### src/modbus_frame_pkg.sv
/*
 * Modbus RTU frame format definitions
 * Byte and word types, function codes, the decoded request and CRC constants
 */
`default_nettype none

package modbus_frame_pkg;

  typedef logic [7:0]  mb_byte_t;
  typedef logic [15:0] mb_word_t;

  // Function codes served by the slave
  typedef enum logic [7:0] {
    FC_READ_COILS    = 8'h01,
    FC_READ_DISCRETE = 8'h02,
    FC_READ_HOLDING  = 8'h03,
    FC_WRITE_COIL    = 8'h05,
    FC_WRITE_REG     = 8'h06,
    FC_WRITE_MULTI   = 8'h10
  } mb_func_e;

  // Frame limits
  localparam int MIN_FRAME_LEN   = 4;
  localparam int MAX_WRITE_WORDS = 8;

  // CRC-16 in reflected form
  localparam mb_word_t CRC_INIT = 16'hFFFF;
  localparam mb_word_t CRC_POLY = 16'hA001;

  // Value that switches a single coil on
  localparam mb_word_t COIL_ON = 16'hFF00;

  // Decoded request, 184 bits
  typedef struct packed {
    mb_byte_t                            dev_addr;
    mb_func_e                            func;
    mb_word_t                            start_addr;
    mb_word_t                            qty_val;
    mb_byte_t                            byte_cnt;
    mb_word_t [MAX_WRITE_WORDS-1:0]      wr_data;
  } mb_req_t;

endpackage

`default_nettype wire
### src/modbus_rx_decode.sv
/*
 * Modbus RTU receive decoder
 * Collects one frame, checks the CRC residue and extracts the request fields
 */
`timescale 1ns/1ns
`default_nettype none

module modbus_rx_decode
  import modbus_frame_pkg::*;
(
  input  logic     clk,
  input  logic     rst,
  input  mb_byte_t rx_byte,
  input  logic     rx_valid,
  input  logic     frame_start,
  input  logic     frame_end,
  input  logic     busy,
  output mb_req_t  req,
  output logic     req_valid,
  output logic     crc_err
);

  typedef enum logic [1:0] {
    S_IDLE,
    S_COLLECT,
    S_CHECK
  } rx_state_e;

  rx_state_e state;
  logic [7:0] cnt;
  logic [7:0] wpos;
  logic       start_ok;
  logic       byte_in;
  logic       len_ok;
  mb_word_t   crc;

  assign start_ok = (state == S_IDLE) && frame_start && !busy;
  assign byte_in  = (state == S_COLLECT) && rx_valid;
  assign wpos     = cnt - 8'd7;
  assign len_ok   = (cnt >= 8'(MIN_FRAME_LEN));

  // Running CRC over every byte, the CRC pair included
  modbus_crc16 u_crc (
    .clk   (clk),
    .rst   (rst),
    .clr   (start_ok),
    .data  (rx_byte),
    .valid (byte_in),
    .crc   (crc)
  );

  // A good frame leaves a zero residue
  assign req_valid = (state == S_CHECK) && len_ok && (crc == 16'h0000);
  assign crc_err   = (state == S_CHECK) && len_ok && (crc != 16'h0000);

  // ====================================================================
  // Frame state and byte counter
  // ====================================================================
  always_ff @(posedge clk) begin
    if (rst) begin
      state <= S_IDLE;
      cnt   <= '0;
    end else begin
      case (state)
        S_IDLE: begin
          cnt <= '0;
          if (start_ok) begin
            state <= S_COLLECT;
          end
        end
        S_COLLECT: begin
          // Saturate so long frames cannot wrap into a short one
          if (rx_valid && cnt != 8'hFF) begin
            cnt <= cnt + 8'd1;
          end
          if (frame_end) begin
            state <= S_CHECK;
          end
        end
        default: begin
          state <= S_IDLE;
        end
      endcase
    end
  end

  // ====================================================================
  // Field placement by byte position
  // ====================================================================
  always_ff @(posedge clk) begin
    if (byte_in) begin
      case (cnt)
        8'd0: req.dev_addr <= rx_byte;
        8'd1: req.func <= mb_func_e'(rx_byte);
        8'd2: req.start_addr[15:8] <= rx_byte;
        8'd3: req.start_addr[7:0] <= rx_byte;
        8'd4: req.qty_val[15:8] <= rx_byte;
        8'd5: req.qty_val[7:0] <= rx_byte;
        8'd6: req.byte_cnt <= rx_byte;
        default: begin
          // Write payload, high byte of each word first
          if (wpos < 8'd16) begin
            if (wpos[0]) begin
              req.wr_data[wpos[3:1]][7:0] <= rx_byte;
            end else begin
              req.wr_data[wpos[3:1]][15:8] <= rx_byte;
            end
          end
        end
      endcase
    end
  end

endmodule

`default_nettype wire

### src/modbus_crc16.sv
/*
 * Byte-serial CRC-16 engine for Modbus RTU
 * Shared by the receive check and the response generator
 */
`timescale 1ns/1ns
`default_nettype none

module modbus_crc16
  import modbus_frame_pkg::*;
(
  input  logic     clk,
  input  logic     rst,
  input  logic     clr,
  input  mb_byte_t data,
  input  logic     valid,
  output mb_word_t crc
);

  // Eight LSB-first shift steps for one byte
  function automatic mb_word_t crc_step(mb_word_t c, mb_byte_t d);
    mb_word_t x;
    x = c ^ {8'h00, d};
    for (int k = 0; k < 8; k++) begin
      x = x[0] ? ((x >> 1) ^ CRC_POLY) : (x >> 1);
    end
    return x;
  endfunction

  always_ff @(posedge clk) begin
    if (rst || clr) begin
      crc <= CRC_INIT;
    end else if (valid) begin
      crc <= crc_step(crc, data);
    end
  end

endmodule

`default_nettype wire

### config.mk
export PLATFORM = sky130hd
export DESIGN_NAME = modbus_rx_decode
export DESIGN_NICKNAME = d
export VERILOG_FILES = /design/src/modbus_frame_pkg.sv /design/src/modbus_rx_decode.sv /design/src/modbus_crc16.sv
export SDC_FILE = /design/constraint.sdc
export NUM_CORES = 1
export LEC_CHECK = 0
export BUFFER_PORTS_ARGS = -buffer_cell sky130_fd_sc_hd__buf_2
export CAP_MARGIN = 10
export CORE_MARGIN = 2
export CORE_UTILIZATION = 30
export CTS_BUF_LIST = sky130_fd_sc_hd__clkbuf_4 sky130_fd_sc_hd__clkbuf_8
export CTS_CLUSTER_SIZE = 40
export DETAILED_ROUTE_END_ITERATION = 12
export GPL_TIMING_DRIVEN = 1
export RECOVER_POWER = 25
export SLEW_MARGIN = 10
export SYNTH_ARGS = -nofsm -noshare
export SYNTH_HDL_FRONTEND = slang
export SYNTH_SLANG_ARGS = --single-unit
### constraint.sdc
create_clock -name clk -period 5.37 [get_ports clk]
set_input_delay 1.074 -clock clk [delete_from_list [all_inputs] [get_ports clk]]
set_output_delay 1.074 -clock clk [all_outputs]
set_load 0.02 [all_outputs]
==> qor.csv, run 1 <==
stage;metric;value;unit
synthesis;Yosys top cell area share;70.40;%
critical_path;Worst R2R Path Depth;7;
floorplanning;core area;25840;um^2
finish;final core utilization;37.70;%
critical_path;worst endpoint data arrival time;3.50;ns
flow_run;Max-Cap Viols;0;
clock_network;CTS Buf Count;31;
timing;setup TNS;0;ns
synthesis;Ys Warns;0;
finish;fin nets;786;
timing;crit share post-route;61.54;%
clock_network;hold_buf cts;0;
synthesis;async set-or-reset flop fraction in the synthesized netlist;0;%
detailed_routing;total number of vias;5160;
timing;Max Clk Rate;302.6;MHz
synthesis;post-synthesis average cell area;14.12;um^2
clock_network;Clock Path Buffers;3;
detailed_routing;First DRT Iteration DRCs;430;
critical_path;RR Endpoint;req[33];
synthesis;most numerous cell in the Yosys netlist;edfxtp_1;
synthesis;Post-synth top cells;184 x edfxtp_1, 152 x nor2_1, 46 x nand2_1;
clock_network;clk_lat worst skew;0.57;ns
floorplanning;die footprint;27470;um^2
synthesis;synth top area cells;edfxtp_1 70%, nor2_1 7.3%, dfxtp_1 6.6%;
floorplanning;row count;59;
synthesis;Main synth FF type;edfxtp_1;
detailed_routing;DRC Markers;0;
detailed_routing;DRT antenna net count;0;
finish;FF+latch area;6046;um^2
synthesis;Mapped Area;7849;um^2
grt;vias in the first global route;5078;
grt;first-pass GRT wire length;31.08;mm
clock_network;Worst-path clk slew;0.07;ns
clock_network;CTS root buf;clkbuf_8;
clock_network;clk sinks;210;
clock_network;Post-CTS Setup Inserts;0;
detailed_routing;DRT Wirelength;20.87;mm
min_path;Hold Startpoint;u_crc.crc[10];
min_path;hold path depth;2;
timing;Final Max Slew Viols;0;
critical_path;Crit path required time;5.57;ns
grt;Global Route Usage Sum;14.77;%
power;leakage;3.658;nW
finish;area occupied by multi-input gates;1687;um^2
timing;actual slew at the worst max-slew pin;1.173;ns
finish;# fillers;2528;
timing;Setup Viol. Count Final;0;
timing;Final WS setup;2.065;ns
synthesis;sequential share of the synthesized area;77.03;%
critical_path;CP max FO;23;
grt;largest net degree at the start of global routing;30;
timing;Hold Violations, Final;0;
timing;hold_ws;0.4951;ns
timing;headroom to the max-slew limit;21.81;%
synthesis;count of different cell masters after synthesis;45;
clock_network;H-Tree Depth;1;
placement;Post-DP HPWL;14.57;mm
finish;# diodes;0;
floorplanning;starting density of the core;30.38;%
detailed_routing;drt first pass iters;4;
min_path;hold endpoint;u_crc.crc[2];
synthesis;area leader, netlist;edfxtp_1;
grt;remaining global-route overflow;0;
clock_network;CTS tree;built;
floorplanning;Die X;165.8;um
timing;worst clock skew;0.03095;ns
critical_path;reg-to-reg startpoint;cnt[0];
critical_path;R2R setup slack;2.07;ns
placement;gpl congestion;0.7654;
finish;fraction of layout cells with a size suffix above 1;24.65;%
synthesis;EDFF count, synth;184;
grt;initial antenna violation count;0;
synthesis;number of synthesized register bits;210;
critical_path;crit end category;flip-flop;
min_path;worst hold path class;reg -> reg;
synthesis;Syn Inst Count;556;
detailed_routing;per-cell routed wire length;18.54;um
placement;Placement Setup Slack;2.041;ns
detailed_routing;number of vias per cell;4.583;
critical_path;crit path kind;reg -> reg;
timing;Final Critical Period;3.305;ns
finish;area delta synth->final;24.12;%
power;pwr dens;329.0;nW/um^2
floorplanning;Die Y;165.8;um
floorplanning;IO Count;200;
timing;RSZ-0062 raised after global routing;no;
critical_path;Startpoint Class;flip-flop;
clock_network;CTS resizes;0;
placement;Port-buffer cells;199;
power;peak supply drop;0.1720;mV
synthesis;Post-Syn Nets;575;
outcome;outcome;finished clean;
## metrics by stage
stage | power (W) | instance area, um^2 | cells
finish | 0.003205 | 9742 | 1126
CTS | 0.003236 | 9824 | 1126
detailed placement | 0.001928 | 9190 | 1069
floorplan | 0.001884 | 7849 | 556
global route | 0.003319 | 9742 | 1126
global placement | 0.001927 | 9190 | 1069
## power by group
group / internal [W] / switching, W
clock: 0.000725 / 0.000591
combinational: 0.0000433 / 0.0000743
sequential: 0.00176 / 0.00000675
## flip-flops by register name, summed over array words and instances, names as in the netlist
name       cells
cnt            8
req          184
state          2
u_crc.crc     16
## critical path: stages (launching register included)
cell	delay, ns
dfxtp_1	0.72
inv_1	0.35
ha_1	0.32
o21a_1	0.19
o211ai_1	0.16
o2111ai_1	0.17
nand2b_1	0.40
nor2_1	0.64
## kinds of logic (layout without fill, tap and decap cells)
kind of cell	Yosys count	count (layout)	synth area share (%)
AO/OA/AOI/OAI	34	34	3.204
XOR/XNOR	28	28	3.858
flip-flops	210	210	77.03
adder cells (fa/ha/maj)	5	5	0.7971
AND/OR/NAND/NOR	250	250	13.65
buffers and inverters	29	264	1.466
## how the worst max path moves through the flow
stage	start	to	slack, ns
finish	cnt[0]	req[33]	2.07
global route	cnt[0]	req[33]	1.77
CTS	cnt[0]	req[33]	2.04
detailed placement	cnt[0]	req[34]	2.04
global placement	cnt[0]	req[115]	2.17
floorplan	cnt[0]	req[104]	2.64
## routing by layer
layer / global-route usage, % / vias up / wire [um]
li1: - / 2397 / -
met1: 18.74 / 2507 / 8528
met2: 24.61 / 215 / 10060
met3: 3.837 / 41 / 1702
met4: 5.104 / 0 / 580
met5: 0 / - / 0
## cell usage in the layout, fill, tap and decap left out, types with 2 or more instances in the layout
master and instances:
edfxtp_1 184, nor2_1 152, buf_2 140, clkbuf_1 61
nand2_1 46, clkbuf_8 31, dfxtp_1 26, xnor2_1 16
clkbuf_4 13, o211ai_1 11, nand3_1 9, clkinv_1 9
xor2_1 7, and3_1 7, nor3_1 6, inv_1 5
a21oi_1 5, and2_1 5, ha_1 5, nor4_1 4
nor2b_1 3, o2111ai_1 3, and2_0 3, xnor3_1 3
a31oi_1 3, or2_2 2, and3b_1 2, and4_1 2
o21ai_0 2, xnor2_2 2, nand4b_1 2, nor3b_1 2
bufinv_16 2
## final cells by class
class                           count  share of cell area [%]
Multi-Input combinational cell    317                   17.31
Tap cell                          335                   4.303
Timing Repair Buffer              202                   9.620
Clock buffer                       44                   5.381
Clock inverter                     13                   1.130
Sequential cell                   210                   62.06
Inverter                            5                  0.1927
No activity file was read; power rests on OpenSTA's default activity.
==> inputs of run 2 (changes only) <==
==> constraint.sdc (replaced) <==
create_clock -name clk -period 2.72 [get_ports clk]
set_input_delay 0.544 -clock clk [delete_from_list [all_inputs] [get_ports clk]]
set_output_delay 0.544 -clock clk [all_outputs]
set_load 0.02 [all_outputs]
==> qor.csv, run 2 (synthesis gave the netlist of run 1 again) <==
stage;metric;value;unit;change
outcome;outcome;finished clean;;
clock_network;clk_lat worst skew;0.52;ns;-0.05 ns
finish;Regs by FF count;req: 184 flops, u_crc.crc: 16 flops, cnt: 8 flops;;
critical_path;Startpoint Class;flip-flop;;
timing;worst clock skew;0.02709;ns;-0.003858 ns
grt;vias in the first global route;5268;;+3.7%
min_path;worst hold path class;in -> reg;;
timing;Final WS setup;0.2003;ns;-1.865 ns
finish;Post-Layout Cell Count;1153;;+2.4%
critical_path;Crit path required time;2.95;ns;-2.62 ns
placement;Port-buffer cells;199;;unchanged
placement;Post-DP HPWL;14.59;mm;+0.16%
clock_network;Worst-path clk slew;0.06;ns;about the same
critical_path;crit path cell chain;inv_1 -> ha_1 -> o21a_1 -> o211ai_1 -> o2111ai_1 -> or2_2 -> nor2_1 -> buf_4;;
critical_path;worst endpoint data arrival time;2.75;ns;-0.75 ns
timing;Max Clk Rate;396.9;MHz;+31%
floorplanning;starting density of the core;30.38;%;unchanged
clock_network;hold_buf cts;0;;unchanged
timing;actual slew at the worst max-slew pin;0.9175;ns;-0.2553 ns
timing;crit share post-route;92.63;%;+31 points
finish;fin nets;818;;+4.1%
detailed_routing;DRT antenna net count;0;;unchanged
detailed_routing;total number of vias;5227;;+1.3%
critical_path;maximum single-stage delay on the critical path;0.48;ns;-0.24 ns
grt;remaining global-route overflow;0;;unchanged
floorplanning;Die X;165.8;um;unchanged
grt;initial antenna violation count;0;;unchanged
finish;Largest register FFs;184;;unchanged
floorplanning;die footprint;27470;um^2;unchanged
floorplanning;core area;25840;um^2;unchanged
floorplanning;Die Y;165.8;um;unchanged
finish;fraction of layout cells with a size suffix above 1;23.72;%;-0.94 points
timing;Final Max Slew Viols;0;;unchanged
detailed_routing;First DRT Iteration DRCs;362;;-16%
floorplanning;row count;59;;unchanged
power;peak supply drop;0.2515;mV;+46%
grt;first-pass GRT wire length;31.99;mm;+2.9%
clock_network;CTS tree;built;;
finish;# diodes;0;;unchanged
detailed_routing;DRC Markers;0;;unchanged
detailed_routing;number of vias per cell;4.533;;-1.1%
finish;Biggest register;req;;
finish;most frequent cells in the layout;184 x edfxtp_1, 152 x nor2_1, 104 x buf_2;;
detailed_routing;drt first pass iters;5;;+1
power;pwr dens;631.7;nW/um^2;+92%
clock_network;H-Tree Depth;2;;+1
flow_run;Max-Cap Viols;0;;unchanged
clock_network;CTS resizes;0;;unchanged
clock_network;Clock Path Buffers;3;;unchanged
critical_path;crit end category;flip-flop;;
timing;RSZ-0062 raised after global routing;no;;
timing;headroom to the max-slew limit;38.55;%;+17 points
detailed_routing;DRT Wirelength;21.04;mm;+0.81%
power;leakage;3.639;nW;-0.52%
critical_path;slowest stage cell, crit path;dfxtp_1;;
clock_network;CTS Buf Count;34;;+9.7%
clock_network;Post-CTS Setup Inserts;0;;unchanged
critical_path;crit path kind;reg -> reg;;
detailed_routing;per-cell routed wire length;18.25;um;-1.6%
clock_network;clk sinks;210;;unchanged
placement;Placement Setup Slack;0.2369;ns;-1.805 ns
grt;Global Route Usage Sum;15.13;%;+0.37 points
finish;commonest non-fill, non-tap cell in the layout;edfxtp_1;;
floorplanning;IO Count;200;;unchanged
finish;area delta synth->final;26.16;%;
placement;Inst Count DP;1098;;+2.7%
placement;gpl congestion;0.7803;;+1.9%
clock_network;CTS root buf;clkbuf_8;;
critical_path;CP max FO;8;;-65%
timing;Hold Violations, Final;0;;unchanged
timing;Final Critical Period;2.520;ns;-0.7851 ns
grt;largest net degree at the start of global routing;29;;-3.3%
timing;Setup Viol. Count Final;0;;unchanged
[run 2: cell count changes in the layout (fill, tap and decap cells not counted), sizes merged]
| cell | previous run | this run |
|---|---|---|
| bufinv | 2 | 0 |
| buf | 141 | 135 |
| clkbuf | 105 | 142 |
| clkinv | 10 | 6 |
| clkinvlp | 0 | 2 |
[run 2: cell type report]
type,count,area [um^2]
clock inverter,9,52.55
inverter,5,18.77
tap,335,419.2
multi-input combinational,317,1688
fill,2507,15940
sequential,210,6046
clock buffer,46,564.3
timing repair buffer,231,1114
[run 2: layer usage]
metal  track usage [%]  up-vias  part of all wire (%)
li1                  -     2456                     -
met1             19.57     2531                    43
met2             24.93      200                    48
met3             3.599       40                   6.1
met4             5.444        0                   2.8
met5                 0        -                     0
[run 2: path summary, 6_finish.rpt]
path	cells past startpoint	slack, ns	startpoint	endpoint
setup / recovery	8	0.20	cnt[1]	req[109]
hold / removal	2	0.31	rst	cnt[1]
setup reg to reg	8	0.20	cnt[1]	req[109]
hold reg to reg	2	0.48	u_crc.crc[12]	u_crc.crc[4]
[run 2: critical path: cells and delay by family (launching register included)]
family,cells,cell delay (ns)
AO/OA/AOI/OAI,3,0.50
flip-flops,1,0.48
AND/OR/NAND/NOR,2,0.70
adder cells (fa/ha/maj),1,0.22
buffers and inverters,2,0.33
[run 2: per-stage QoR]
stage	utilization, %	total power (W)	hold slack (ns)	setup TNS [ns]	cell area, um^2
floorplan	-	0.003719	0.4633	-0.1936	7849
global placement	36.41	0.003811	0.4768	0	9408
detailed placement	36.41	0.003812	0.4778	0	9408
CTS	38.80	0.006340	0.2904	0	10020
global route	38.32	0.006504	0.3136	0	9902
finish	38.32	0.006255	0.3097	0	9902
[run 2: where the power goes]
group | internal (W) | total (W) | switching, W | leakage (nW)
registers | 0.00349 | 0.00350 | 0.0000115 | 1.90
clock network | 0.00134 | 0.00252 | 0.00117 | 0.325
logic | 0.0000934 | 0.000243 | 0.000150 | 1.41
