==> config.mk <==
export PLATFORM = sky130hd
export DESIGN_NAME = modbus_tx_result
export DESIGN_NICKNAME = d
export VERILOG_FILES = /design/src/modbus_frame_pkg.sv /design/src/modbus_tx_result.sv /design/src/modbus_crc16.sv
export SDC_FILE = /design/constraint.sdc
export NUM_CORES = 1
export LEC_CHECK = 0
export BUFFER_PORTS_ARGS = -buffer_cell sky130_fd_sc_hd__buf_2
export CORE_AREA = 5 5 86 88
export DETAILED_ROUTE_END_ITERATION = 16
export DIE_AREA = 0 0 91 93
export HOLD_SLACK_MARGIN = 0.05
export PLACE_DENSITY = 0.87
export REMOVE_ABC_BUFFERS = 1
export SETUP_SLACK_MARGIN = 0.5
export SLEW_MARGIN = 20
export SYNTH_ARGS = -nofsm -noshare
export SYNTH_HDL_FRONTEND = slang
export SYNTH_HIERARCHICAL = 1
export SYNTH_SLANG_ARGS = --single-unit
==> constraint.sdc <==
create_clock -name clk -period 5.99 [get_ports clk]
set_input_delay 0.599 -clock clk [delete_from_list [all_inputs] [get_ports clk]]
set_output_delay 0.599 -clock clk [all_outputs]
set_load 0.02 [all_outputs]
==> src/modbus_frame_pkg.sv <==
/*
 * Modbus RTU frame format definitions
 * Byte and word types, function codes, the decoded request and CRC constants
 */
`default_nettype none

package modbus_frame_pkg;

  typedef logic [7:0]  mb_byte_t;
  typedef logic [15:0] mb_word_t;

  // Function codes served by the slave
  typedef enum logic [7:0] {
    FC_READ_COILS    = 8'h01,
    FC_READ_DISCRETE = 8'h02,
    FC_READ_HOLDING  = 8'h03,
    FC_WRITE_COIL    = 8'h05,
    FC_WRITE_REG     = 8'h06,
    FC_WRITE_MULTI   = 8'h10
  } mb_func_e;

  // Frame limits
  localparam int MIN_FRAME_LEN   = 4;
  localparam int MAX_WRITE_WORDS = 8;

  // CRC-16 in reflected form
  localparam mb_word_t CRC_INIT = 16'hFFFF;
  localparam mb_word_t CRC_POLY = 16'hA001;

  // Value that switches a single coil on
  localparam mb_word_t COIL_ON = 16'hFF00;

  // Decoded request, 184 bits
  typedef struct packed {
    mb_byte_t                            dev_addr;
    mb_func_e                            func;
    mb_word_t                            start_addr;
    mb_word_t                            qty_val;
    mb_byte_t                            byte_cnt;
    mb_word_t [MAX_WRITE_WORDS-1:0]      wr_data;
  } mb_req_t;

endpackage

`default_nettype wire
==> src/modbus_tx_result.sv <==
/*
 * Modbus response generator
 * Sequences the response bytes on tx_rdy and appends the CRC, low byte first
 */
`timescale 1ns/1ns
`default_nettype none

module modbus_tx_result
  import modbus_frame_pkg::*;
(
  input  logic       clk,
  input  logic       rst,
  input  mb_req_t    resp_req,
  input  logic       resp_start,
  input  mb_byte_t   rd_byte,
  input  logic       tx_rdy,
  output logic [7:0] rd_idx,
  output mb_byte_t   tx_byte,
  output logic       tx_valid,
  output logic       busy
);

  typedef enum logic [1:0] {
    S_IDLE,
    S_BODY,
    S_CRC_LO,
    S_CRC_HI
  } tx_state_e;

  tx_state_e  state;
  logic [7:0] pos;
  logic       is_read;
  mb_word_t   bc_wide;
  mb_byte_t   byte_cnt;
  logic [7:0] body_last;
  mb_byte_t   body_byte;
  mb_word_t   crc;

  assign is_read = (resp_req.func == FC_READ_COILS) || (resp_req.func == FC_READ_DISCRETE)
                   || (resp_req.func == FC_READ_HOLDING);

  // Byte count: whole bytes of bits, or two per register
  assign bc_wide   = (resp_req.func == FC_READ_HOLDING) ? {resp_req.qty_val[14:0], 1'b0}
                                                        : ((resp_req.qty_val + 16'd7) >> 3);
  assign byte_cnt  = bc_wide[7:0];
  assign body_last = is_read ? (byte_cnt + 8'd2) : 8'd5;
  assign rd_idx    = pos - 8'd3;

  // Header, then read data or the echoed write fields
  always_comb begin
    case (pos)
      8'd0: body_byte = resp_req.dev_addr;
      8'd1: body_byte = resp_req.func;
      8'd2: body_byte = is_read ? byte_cnt : resp_req.start_addr[15:8];
      8'd3: body_byte = is_read ? rd_byte : resp_req.start_addr[7:0];
      8'd4: body_byte = is_read ? rd_byte : resp_req.qty_val[15:8];
      8'd5: body_byte = is_read ? rd_byte : resp_req.qty_val[7:0];
      default: body_byte = rd_byte;
    endcase
  end

  always_comb begin
    case (state)
      S_CRC_LO: tx_byte = crc[7:0];
      S_CRC_HI: tx_byte = crc[15:8];
      default:  tx_byte = body_byte;
    endcase
  end

  assign tx_valid = (state != S_IDLE) && tx_rdy;
  // Cover the hand-off cycle so no new frame starts under a pending response
  assign busy     = (state != S_IDLE) || resp_start;

  modbus_crc16 u_crc (
    .clk   (clk),
    .rst   (rst),
    .clr   (resp_start),
    .data  (tx_byte),
    .valid (tx_valid && (state == S_BODY)),
    .crc   (crc)
  );

  // ====================================================================
  // Response sequencer
  // ====================================================================
  always_ff @(posedge clk) begin
    if (rst) begin
      state <= S_IDLE;
      pos   <= '0;
    end else begin
      case (state)
        S_IDLE: begin
          pos <= '0;
          if (resp_start) begin
            state <= S_BODY;
          end
        end
        S_BODY: begin
          if (tx_rdy) begin
            if (pos == body_last) begin
              state <= S_CRC_LO;
            end else begin
              pos <= pos + 8'd1;
            end
          end
        end
        S_CRC_LO: if (tx_rdy) state <= S_CRC_HI;
        S_CRC_HI: if (tx_rdy) state <= S_IDLE;
        default: state <= S_IDLE;
      endcase
    end
  end

endmodule

`default_nettype wire

==> src/modbus_crc16.sv <==
/*
 * Byte-serial CRC-16 engine for Modbus RTU
 * Shared by the receive check and the response generator
 */
`timescale 1ns/1ns
`default_nettype none

module modbus_crc16
  import modbus_frame_pkg::*;
(
  input  logic     clk,
  input  logic     rst,
  input  logic     clr,
  input  mb_byte_t data,
  input  logic     valid,
  output mb_word_t crc
);

  // Eight LSB-first shift steps for one byte
  function automatic mb_word_t crc_step(mb_word_t c, mb_byte_t d);
    mb_word_t x;
    x = c ^ {8'h00, d};
    for (int k = 0; k < 8; k++) begin
      x = x[0] ? ((x >> 1) ^ CRC_POLY) : (x >> 1);
    end
    return x;
  endfunction

  always_ff @(posedge clk) begin
    if (rst || clr) begin
      crc <= CRC_INIT;
    end else if (valid) begin
      crc <= crc_step(crc, data);
    end
  end

endmodule

`default_nettype wire

==> impl_metrics.ini, run 1 <==
[critical_path]
path_max_fanout = 9
critical_path_arrival_ns = 4.70
cp_cell_sequence = or4_1, nor3b_1, and2_1, nor3_1, mux2i_1, a21oi_1, o21ai_0, xor2_1, xor2_1, xnor3_2, xnor3_1, o211ai_2
path_delay_family = simple AND/OR/NAND/NOR gates
path_buf_inv = 0
worst_setup_path_start_kind = flop
crit_path_max_incr_delay_ns = 0.58
worst-endpoint-required_ns = 6.11
crit_path_frequent_cell = xor2_1
critPathSlowestCell = or4_1
crit_path_end_kind = flop
crit_type = reg -> reg

[clock_network]
clock_sinks = 26
insertion_delay_ns = 0.27
cts_tree = built
clockBufferDepth = 2
root_buffer = clkbuf_8
clk_pin_slew_worst_paths_ns = 0.10
cts_post_setup_buffers_inserted = 0
cts_max_level = 1
cts_resized = 0
numCtsBuffers = 3
cts_hold_buf = 0

[cells_and_area]
stdcell_count = 517
areaGrowthSynthToFinish_pct = 16.19
layout-drive-gt1-share_pct = 23.34
final_area_um2 = 3339
antennaDiodeCount = 0
nets = 643
final_util_pct = 50.84

[power]
sequentialPowerShare_pct = 17.4
ir_worst_vdd_v = 0.0002175
switchingPower_mw = 0.5078
p_comb_share_pct = 69.6
leakage_nw = 1.320
p_per_area_nw_per_um2 = 339.9
internal-power_mw = 0.6273
swShare_pct = 44.74
total_power_mw = 1.135
pwr-share-clk_pct = 13.0

[placement]
gp_congestion = 0.9571
hpwlAfterDp_um = 7282
placed_cell_area_um2 = 3268
dp_cells = 513
place.port_buffers = 77

[timing]
slew_viol_final = 0
report.final.setup_viol = 0
fin_crit_sh_pct = 76.33
hold_viol_final = 0
finClkSkew_ns = 0.006270
fin_setup_tns_ns = 0
min_period_ns = 4.572
rsz0062_at_grt = false
fmaxAchievable_ghz = 0.2187
tightest_slew_ns = 1.032
slew_headroom_pct = 30.94

[floorplan]
core_area_um2 = 6569
die_h_um = 93
rows = 30
start_util_pct = 43.75
die_width_um = 91
die-area_um2 = 8463
io_pins = 214

[synthesis]
async_reset_ff_share_pct = 0
syn_area_um2 = 2874
ys_seq_elements = 26
synth_flop_cell = dfxtp_1
synth_cells = 378
ys_seq_area_share_pct = 18.11
synth_cell_types = 66
synth_edf_count = 0
synth-warning-count = 6
synth.avg_cell_area_um2 = 7.603

[route]
dr.pass1.iters = 8
wl_per_cell_um = 18.08
finalWirelength_um = 9348
via_per_inst = 6.456
ant_nets = 0
drc_errors = 0
vias = 3338
drtIter0Drc = 396

[min_path]
hold_path.class = reg -> reg

[grt]
grt_max_degree = 23
grt_usage_pct = 21.12
grt_pass1_vias = 3150
gr-total-overflow = 0
grt_pass1_wl_um = 15120
antenna_found_initial = 0

[run]
cap_violations = 0

[run_status]
status = finished clean
[layout by cell type (no fill, tap or decap), types with 8 or more instances in the layout]
| cell | instances |
|---|---|
| xnor2_1 | 17 |
| inv_1 | 15 |
| nand2_1 | 47 |
| mux2i_1 | 19 |
| nor2_1 | 18 |
| nor3_1 | 18 |
| a21oi_1 | 18 |
| o211ai_1 | 8 |
| xor2_1 | 11 |
| ha_1 | 9 |
| a222oi_1 | 8 |
| buf_2 | 77 |
| o21ai_0 | 21 |
| dfxtp_1 | 26 |
| a22oi_1 | 16 |
[worst min-delay path, delay by kind of cell, from the launching register on]
family / cells / cell delay (ns)
DFF: 1 / 0.35
muxes: 1 / 0.07
and+or+nand+nor: 1 / 0.06
[final timing paths]
path                                    start            to  slack, ns  cells past startpoint
worst max-delay path                   pos[5]  u_crc/crc[0]       1.42                     12
worst min-delay path            u_crc/crc[12]  u_crc/crc[4]       0.51                      2
worst max register to register         pos[5]  u_crc/crc[0]       1.42                     12
worst min register to register  u_crc/crc[12]  u_crc/crc[4]       0.51                      2
[layout make-up]
type | count | area (um^2)
tap | 80 | 100.1
multi-input combinational | 312 | 2183
fill | 615 | 3229
clock inverter | 1 | 30.03
timing repair buffer | 80 | 407.9
clock buffer | 3 | 41.29
sequential | 26 | 520.5
inverter | 15 | 56.30
[metrics by stage]
step / hold slack (ns) / worst slack (ns)
after CTS: 0.5135 / 1.522
after floorplan: 0.4639 / 1.366
after detailed placement: 0.4888 / 1.259
final: 0.5081 / 1.418
after global routing: 0.5557 / 1.120
after global placement: 0.4778 / 1.317
[registers in the layout, indices dropped and copies added (netlist names)]
signal	count
pos	8
state	2
u_crc/crc	16
[cell families (layout without fill, tap and decap cells)]
| group | count (synthesis) | in the layout | synth area share (%) |
|---|---|---|---|
| AOI/OAI and AO/OA | 115 | 115 | 28.47 |
| xor gates and xnor gates | 34 | 34 | 12.62 |
| adders and majority gates | 9 | 9 | 3.918 |
| buffers and inverters | 40 | 99 | 5.920 |
| DFF | 26 | 26 | 18.11 |
| muxes | 19 | 19 | 6.617 |
| and+or+nand+nor | 135 | 135 | 24.34 |
[synthesized netlist by cell type, types with 8 or more instances]
library cell | count | area [um^2]
ha_1 | 9 | 112.6
xnor2_1 | 17 | 148.9
nor3_1 | 18 | 90.09
clkbuf_1 | 20 | 75.07
nand2_1 | 47 | 176.4
inv_1 | 15 | 56.30
o211ai_1 | 8 | 60.06
a21oi_1 | 18 | 90.09
mux2i_1 | 19 | 190.2
o21ai_0 | 21 | 105.1
xor2_1 | 11 | 96.34
a222oi_1 | 8 | 80.08
a22oi_1 | 16 | 120.1
dfxtp_1 | 26 | 520.5
nor2_1 | 18 | 67.56
[per-layer routing]
metal  up-vias  global-route usage, %  routed length (um)
li1       1543                      -                   -
met1      1525                  26.87                3714
met2       234                  35.40                4271
met3        36                  4.827                1048
met4         0                  6.601                 314
met5         -                      0                   0
[power groups by stage]
stage	sequential, mW	clock [mW]	combinational (mW)
after detailed placement	0.201	0	0.773
final	0.198	0.147	0.790
after floorplan	0.198	0	0.602
after global placement	0.200	0	0.755
after global routing	0.199	0.155	0.841
after CTS	0.197	0.149	0.778
Note: power is estimated with default switching activity, not from simulation.
==> inputs of run 2 (changes only) <==
--- a/config.mk
+++ b/config.mk
@@ -6,11 +6,11 @@
 export NUM_CORES = 1
 export LEC_CHECK = 0
 export BUFFER_PORTS_ARGS = -buffer_cell sky130_fd_sc_hd__buf_2
-export CORE_AREA = 5 5 86 88
+export CORE_AREA = 5 5 90 92
 export DETAILED_ROUTE_END_ITERATION = 16
-export DIE_AREA = 0 0 91 93
+export DIE_AREA = 0 0 95 97
 export HOLD_SLACK_MARGIN = 0.05
-export PLACE_DENSITY = 0.87
+export PLACE_DENSITY = 0.8
 export REMOVE_ABC_BUFFERS = 1
 export SETUP_SLACK_MARGIN = 0.5
 export SLEW_MARGIN = 20
==> constraint.sdc (replaced) <==
create_clock -name clk -period 4.3 [get_ports clk]
set_input_delay 0.43 -clock clk [delete_from_list [all_inputs] [get_ports clk]]
set_output_delay 0.43 -clock clk [all_outputs]
set_load 0.02 [all_outputs]
==> impl_metrics.ini, run 2 (same netlist as run 1, synthesis figures left out) <==
[route]
drc_errors = 0
wl_met2_um = 4708
drtIter0Drc = 434
via_per_inst = 6.222
dr.pass1.iters = 6
highest-signal-layer = met4
ant_nets = 0
wl_met1_um = 4024
finalWirelength_um = 10020
wl_met3_um = 1059
vias = 3447
wl_per_cell_um = 18.08

[clock_network]
root_buffer = clkbuf_8
clock_sinks = 26
clockBufferDepth = 2
clk_pin_slew_worst_paths_ns = 0.10
insertion_delay_ns = 0.28
cts_tree = built
cts_max_level = 1
numCtsBuffers = 3

[floorplan]
die_width_um = 95
die-area_um2 = 9215
rows = 31
io_pins = 214
core_area_um2 = 7137
start_util_pct = 40.27
die_h_um = 97

[cells_and_area]
areaGrowthSynthToFinish_pct = 24.34
fillers = 687
layout_common_cells = 77 x buf_2, 47 x nand2_1, 24 x dfxtp_1
final_area_um2 = 3573
multi_input_area_um2 = 2256
layout-drive-gt1-share_pct = 29.67
regMostFlops = u_crc/crc
final_common_cell = buf_2
antennaDiodeCount = 0
final-seq-area_um2 = 523.0
top_regs = u_crc/crc (16), pos (8), state (2)
largest_reg_flops = 16
stdcell_count = 554
nets = 661

[critical_path]
path_max_fanout = 9
worst_setup_path_start_kind = flop
crit_type = reg -> reg
timing.rr.start = pos[4]
worst-endpoint-required_ns = 4.45
crit_path_end_kind = flop
critical_path_arrival_ns = 3.86
crit_start = pos[4]

[placement]
dp_cells = 541
place.port_buffers = 77
gp_congestion = 0.9044
placed_cell_area_um2 = 3359
place_ws_ns = -0.02403
hpwlAfterDp_um = 7709

[timing]
tightest_slew_ns = 0.6953
finClkSkew_ns = 0.008484
hold_viol_final = 0
min_period_ns = 3.715
fmaxAchievable_ghz = 0.2691
setup_ws_ns = 0.5846
rsz0062_at_grt = true
fin_crit_sh_pct = 86.40
slew_headroom_pct = 53.60
report.final.setup_viol = 0
slew_viol_final = 0

[grt]
grt_pass1_wl_um = 15690
grt_usage_pct = 20.52
antenna_found_initial = 0
gr-total-overflow = 0
grt_max_degree = 23
grt_pass1_vias = 3301

[min_path]
hold_path.class = in -> reg
min_from = tx_rdy

[run_status]
status = finished clean

[power]
p_per_area_nw_per_um2 = 475.6
ir_worst_vdd_v = 0.0004142
leakage_nw = 1.417

[run]
cap_violations = 0
==> run 2: cell types whose count changed in the layout (fill, tap and decap cells not counted), sizes merged <==
cell and change:
buf +18
==> run 2: final cells by class <==
class / instances / share of cell area [%]
Tap cell: 99 / 3.466
Inverter: 15 / 1.576
Timing Repair Buffer: 98 / 15.20
Sequential cell: 26 / 14.64
Multi-Input combinational cell: 312 / 63.13
Clock inverter: 1 / 0.8403
Clock buffer: 3 / 1.155
==> run 2: power breakdown <==
group	internal, mW	switching (mW)
logic	0.572	0.640
registers	0.257	0.0197
clock network	0.125	0.0857
total	0.954	0.746
==> run 2: worst paths after layout <==
| path | cells past startpoint | slack (ns) | to |
|---|---|---|---|
| hold / removal | 3 | 0.46 | pos[4] |
| setup reg to reg | 13 | 0.58 | u_crc/crc[0] |
| setup / recovery | 13 | 0.58 | u_crc/crc[0] |
| hold reg to reg | 2 | 0.52 | u_crc/crc[10] |
==> run 2: worst max-delay path, stage by stage, from the launching register on <==
cell      delay [ns]
dfxtp_1         0.40
or4_4           0.60
nor3b_2         0.23
and2_4          0.24
nor3_1          0.09
mux2i_1         0.12
buf_4           0.17
a211oi_1        0.29
o21ai_0         0.17
xnor2_1         0.26
xnor3_1         0.29
xnor3_2         0.42
xnor3_1         0.24
o211ai_2        0.07
==> run 2: timing repair <==
| item | CTS | global route |
|---|---|---|
| buffers inserted | 3 | 6 |
| setup endpoints to repair | 11 | 13 |
| hold buffers | 0 | 0 |
| resized for setup | 13 | 10 |
| pin swaps | 3 | 4 |
==> run 2: per-layer routing <==
| layer | vias to the layer above | global-route usage (%) |
|---|---|---|
| met2 | 233 | 34.16 |
| met1 | 1604 | 27.02 |
| met3 | 25 | 3.491 |
| met4 | 0 | 5.438 |
| met5 | - | 0 |
| li1 | 1585 | - |
==> run 2: metrics by stage <==
stage	hold slack, ns	power, mW	utilization (%)	TNS [ns]
finish	0.4625	1.699	50.07	0
floorplan	0.4639	1.114	-	-0.2589
detailed placement	0.4896	1.399	47.07	-0.02403
CTS	0.4615	1.640	48.91	0
global route	0.4912	1.782	50.07	0
global placement	0.4821	1.382	47.07	0
==> inputs of run 3 (changes only) <==
==> constraint.sdc (replaced) <==
create_clock -name clk -period 4.3 [get_ports clk]
set_input_delay 0 -clock clk [delete_from_list [all_inputs] [get_ports clk]]
set_output_delay 0 -clock clk [all_outputs]
set_load 0.02 [all_outputs]
==> impl_metrics.ini, run 3 (same netlist as run 1, synthesis figures left out) <==
[critical_path]
path_max_fanout = 9
worst_setup_path_start_kind = flop
critical_path_arrival_ns = 3.84
ff2ff_setup_slack_ns = 0.58
crit_path_end_kind = flop
worst-endpoint-required_ns = 4.42
crit_type = reg -> reg

[route]
via_per_inst = 6.112
wl_per_cell_um = 17.64
drc_errors = 0
vias = 3319
finalWirelength_um = 9579
ant_nets = 0
drtIter0Drc = 392
dr.pass1.iters = 6

[clock_network]
clock_sinks = 26
numCtsBuffers = 3
clk_pin_slew_worst_paths_ns = 0.10
cts_tree = built
root_buffer = clkbuf_8
insertion_delay_ns = 0.28
clockBufferDepth = 2
cts_max_level = 1

[timing]
hold_viol_final = 0
hold_slack_ns = 0.06312
min_period_ns = 3.716
finClkSkew_ns = 0.01093
slew_headroom_pct = 25.87
slew_viol_final = 0
tightest_slew_ns = 1.108
fmaxAchievable_ghz = 0.2691
fin_setup_tns_ns = 0
fin_crit_sh_pct = 86.42
report.final.setup_viol = 0
rsz0062_at_grt = true

[cells_and_area]
largest_reg_flops = 16
antennaDiodeCount = 0
top_regs = u_crc/crc (16), pos (8), state (2)
nets = 650
layout-drive-gt1-share_pct = 26.58
final_area_um2 = 3460
regMostFlops = u_crc/crc
layout_common_cells = 77 x buf_2, 47 x nand2_1, 24 x dfxtp_1
final_common_cell = buf_2
areaGrowthSynthToFinish_pct = 20.37

[power]
leakage_nw = 1.368
ir_worst_vdd_v = 0.0004170
p_per_area_nw_per_um2 = 467.5
total_power_mw = 1.617

[floorplan]
io_pins = 214
die-area_um2 = 9215
die_h_um = 97
die_width_um = 95
core_area_um2 = 7137
rows = 31
start_util_pct = 40.27

[grt]
grt_usage_pct = 19.97
grt_pass1_wl_um = 15190
grt_max_degree = 23
antenna_found_initial = 0
gr-total-overflow = 0
grt_pass1_vias = 3076

[placement]
placed_cell_area_um2 = 3322
gp_congestion = 0.9016
place.port_buffers = 77
hpwlAfterDp_um = 7456

[run]
cap_violations = 0

[run_status]
status = finished clean

[min_path]
hold_path.class = in -> reg
[run 3: layout make-up]
type                    count  area [um^2]
repair buffers             87        462.9
well taps                  99        123.9
inverters                  15        56.30
multi-input cells         312         2222
clock buffers               3        41.29
fillers                   704         3677
clock inverters             1        30.03
flip-flops and latches     26        523.0
[run 3: power breakdown]
part	internal (mW)	leakage (nW)	switching (mW)	total (mW)
sequential	0.257	0.212	0.0190	0.276
clock	0.125	0.0357	0.0847	0.209
combinational	0.520	1.12	0.613	1.13
total	0.901	1.37	0.716	1.62
[run 3: critical path: stages (launching register included)]
cell	delay, ns
dfxtp_1	0.40
or4_4	0.60
nor3b_2	0.24
and2_4	0.24
nor3_1	0.08
mux2i_1	0.11
buf_4	0.17
a211oi_1	0.28
o21ai_0	0.18
xnor2_1	0.26
xnor3_1	0.27
xnor3_2	0.42
xnor3_1	0.23
o211ai_2	0.08
[run 3: path summary, 6_finish.rpt]
path	start	endpoint	cells after the start
max	pos[4]	u_crc/crc[0]	13
min	resp_start	u_crc/crc[15]	3
max reg2reg	pos[4]	u_crc/crc[0]	13
min reg2reg	u_crc/crc[13]	u_crc/crc[5]	2
[run 3: repair_timing]
item                                   4_1_cts  5_1_grt
endpoints found under the hold margin        1        0
buffers inserted                             2        0
pin swaps                                    2        2
hold buffers                                 1        0
setup endpoints to repair                    3        5
gates resized for setup                     10        8
[run 3: per-stage QoR]
step | setup slack, ns | instances | util [%]
final | 0.5841 | 543 | 48.47
after global routing | 0.4512 | 543 | 48.47
after global placement | 0.3156 | 536 | 46.55
after CTS | 0.5128 | 543 | 48.09
after floorplan | -0.1357 | 353 | -
after detailed placement | 0.2794 | 536 | 46.55
[run 3: per-layer routing]
metal	up-vias	track usage, %	part of all wire, %
met3	26	2.715	11
met1	1503	27.35	41
met2	230	32.27	46
met4	0	5.882	2.2
met5	-	0	0
li1	1560	-	-
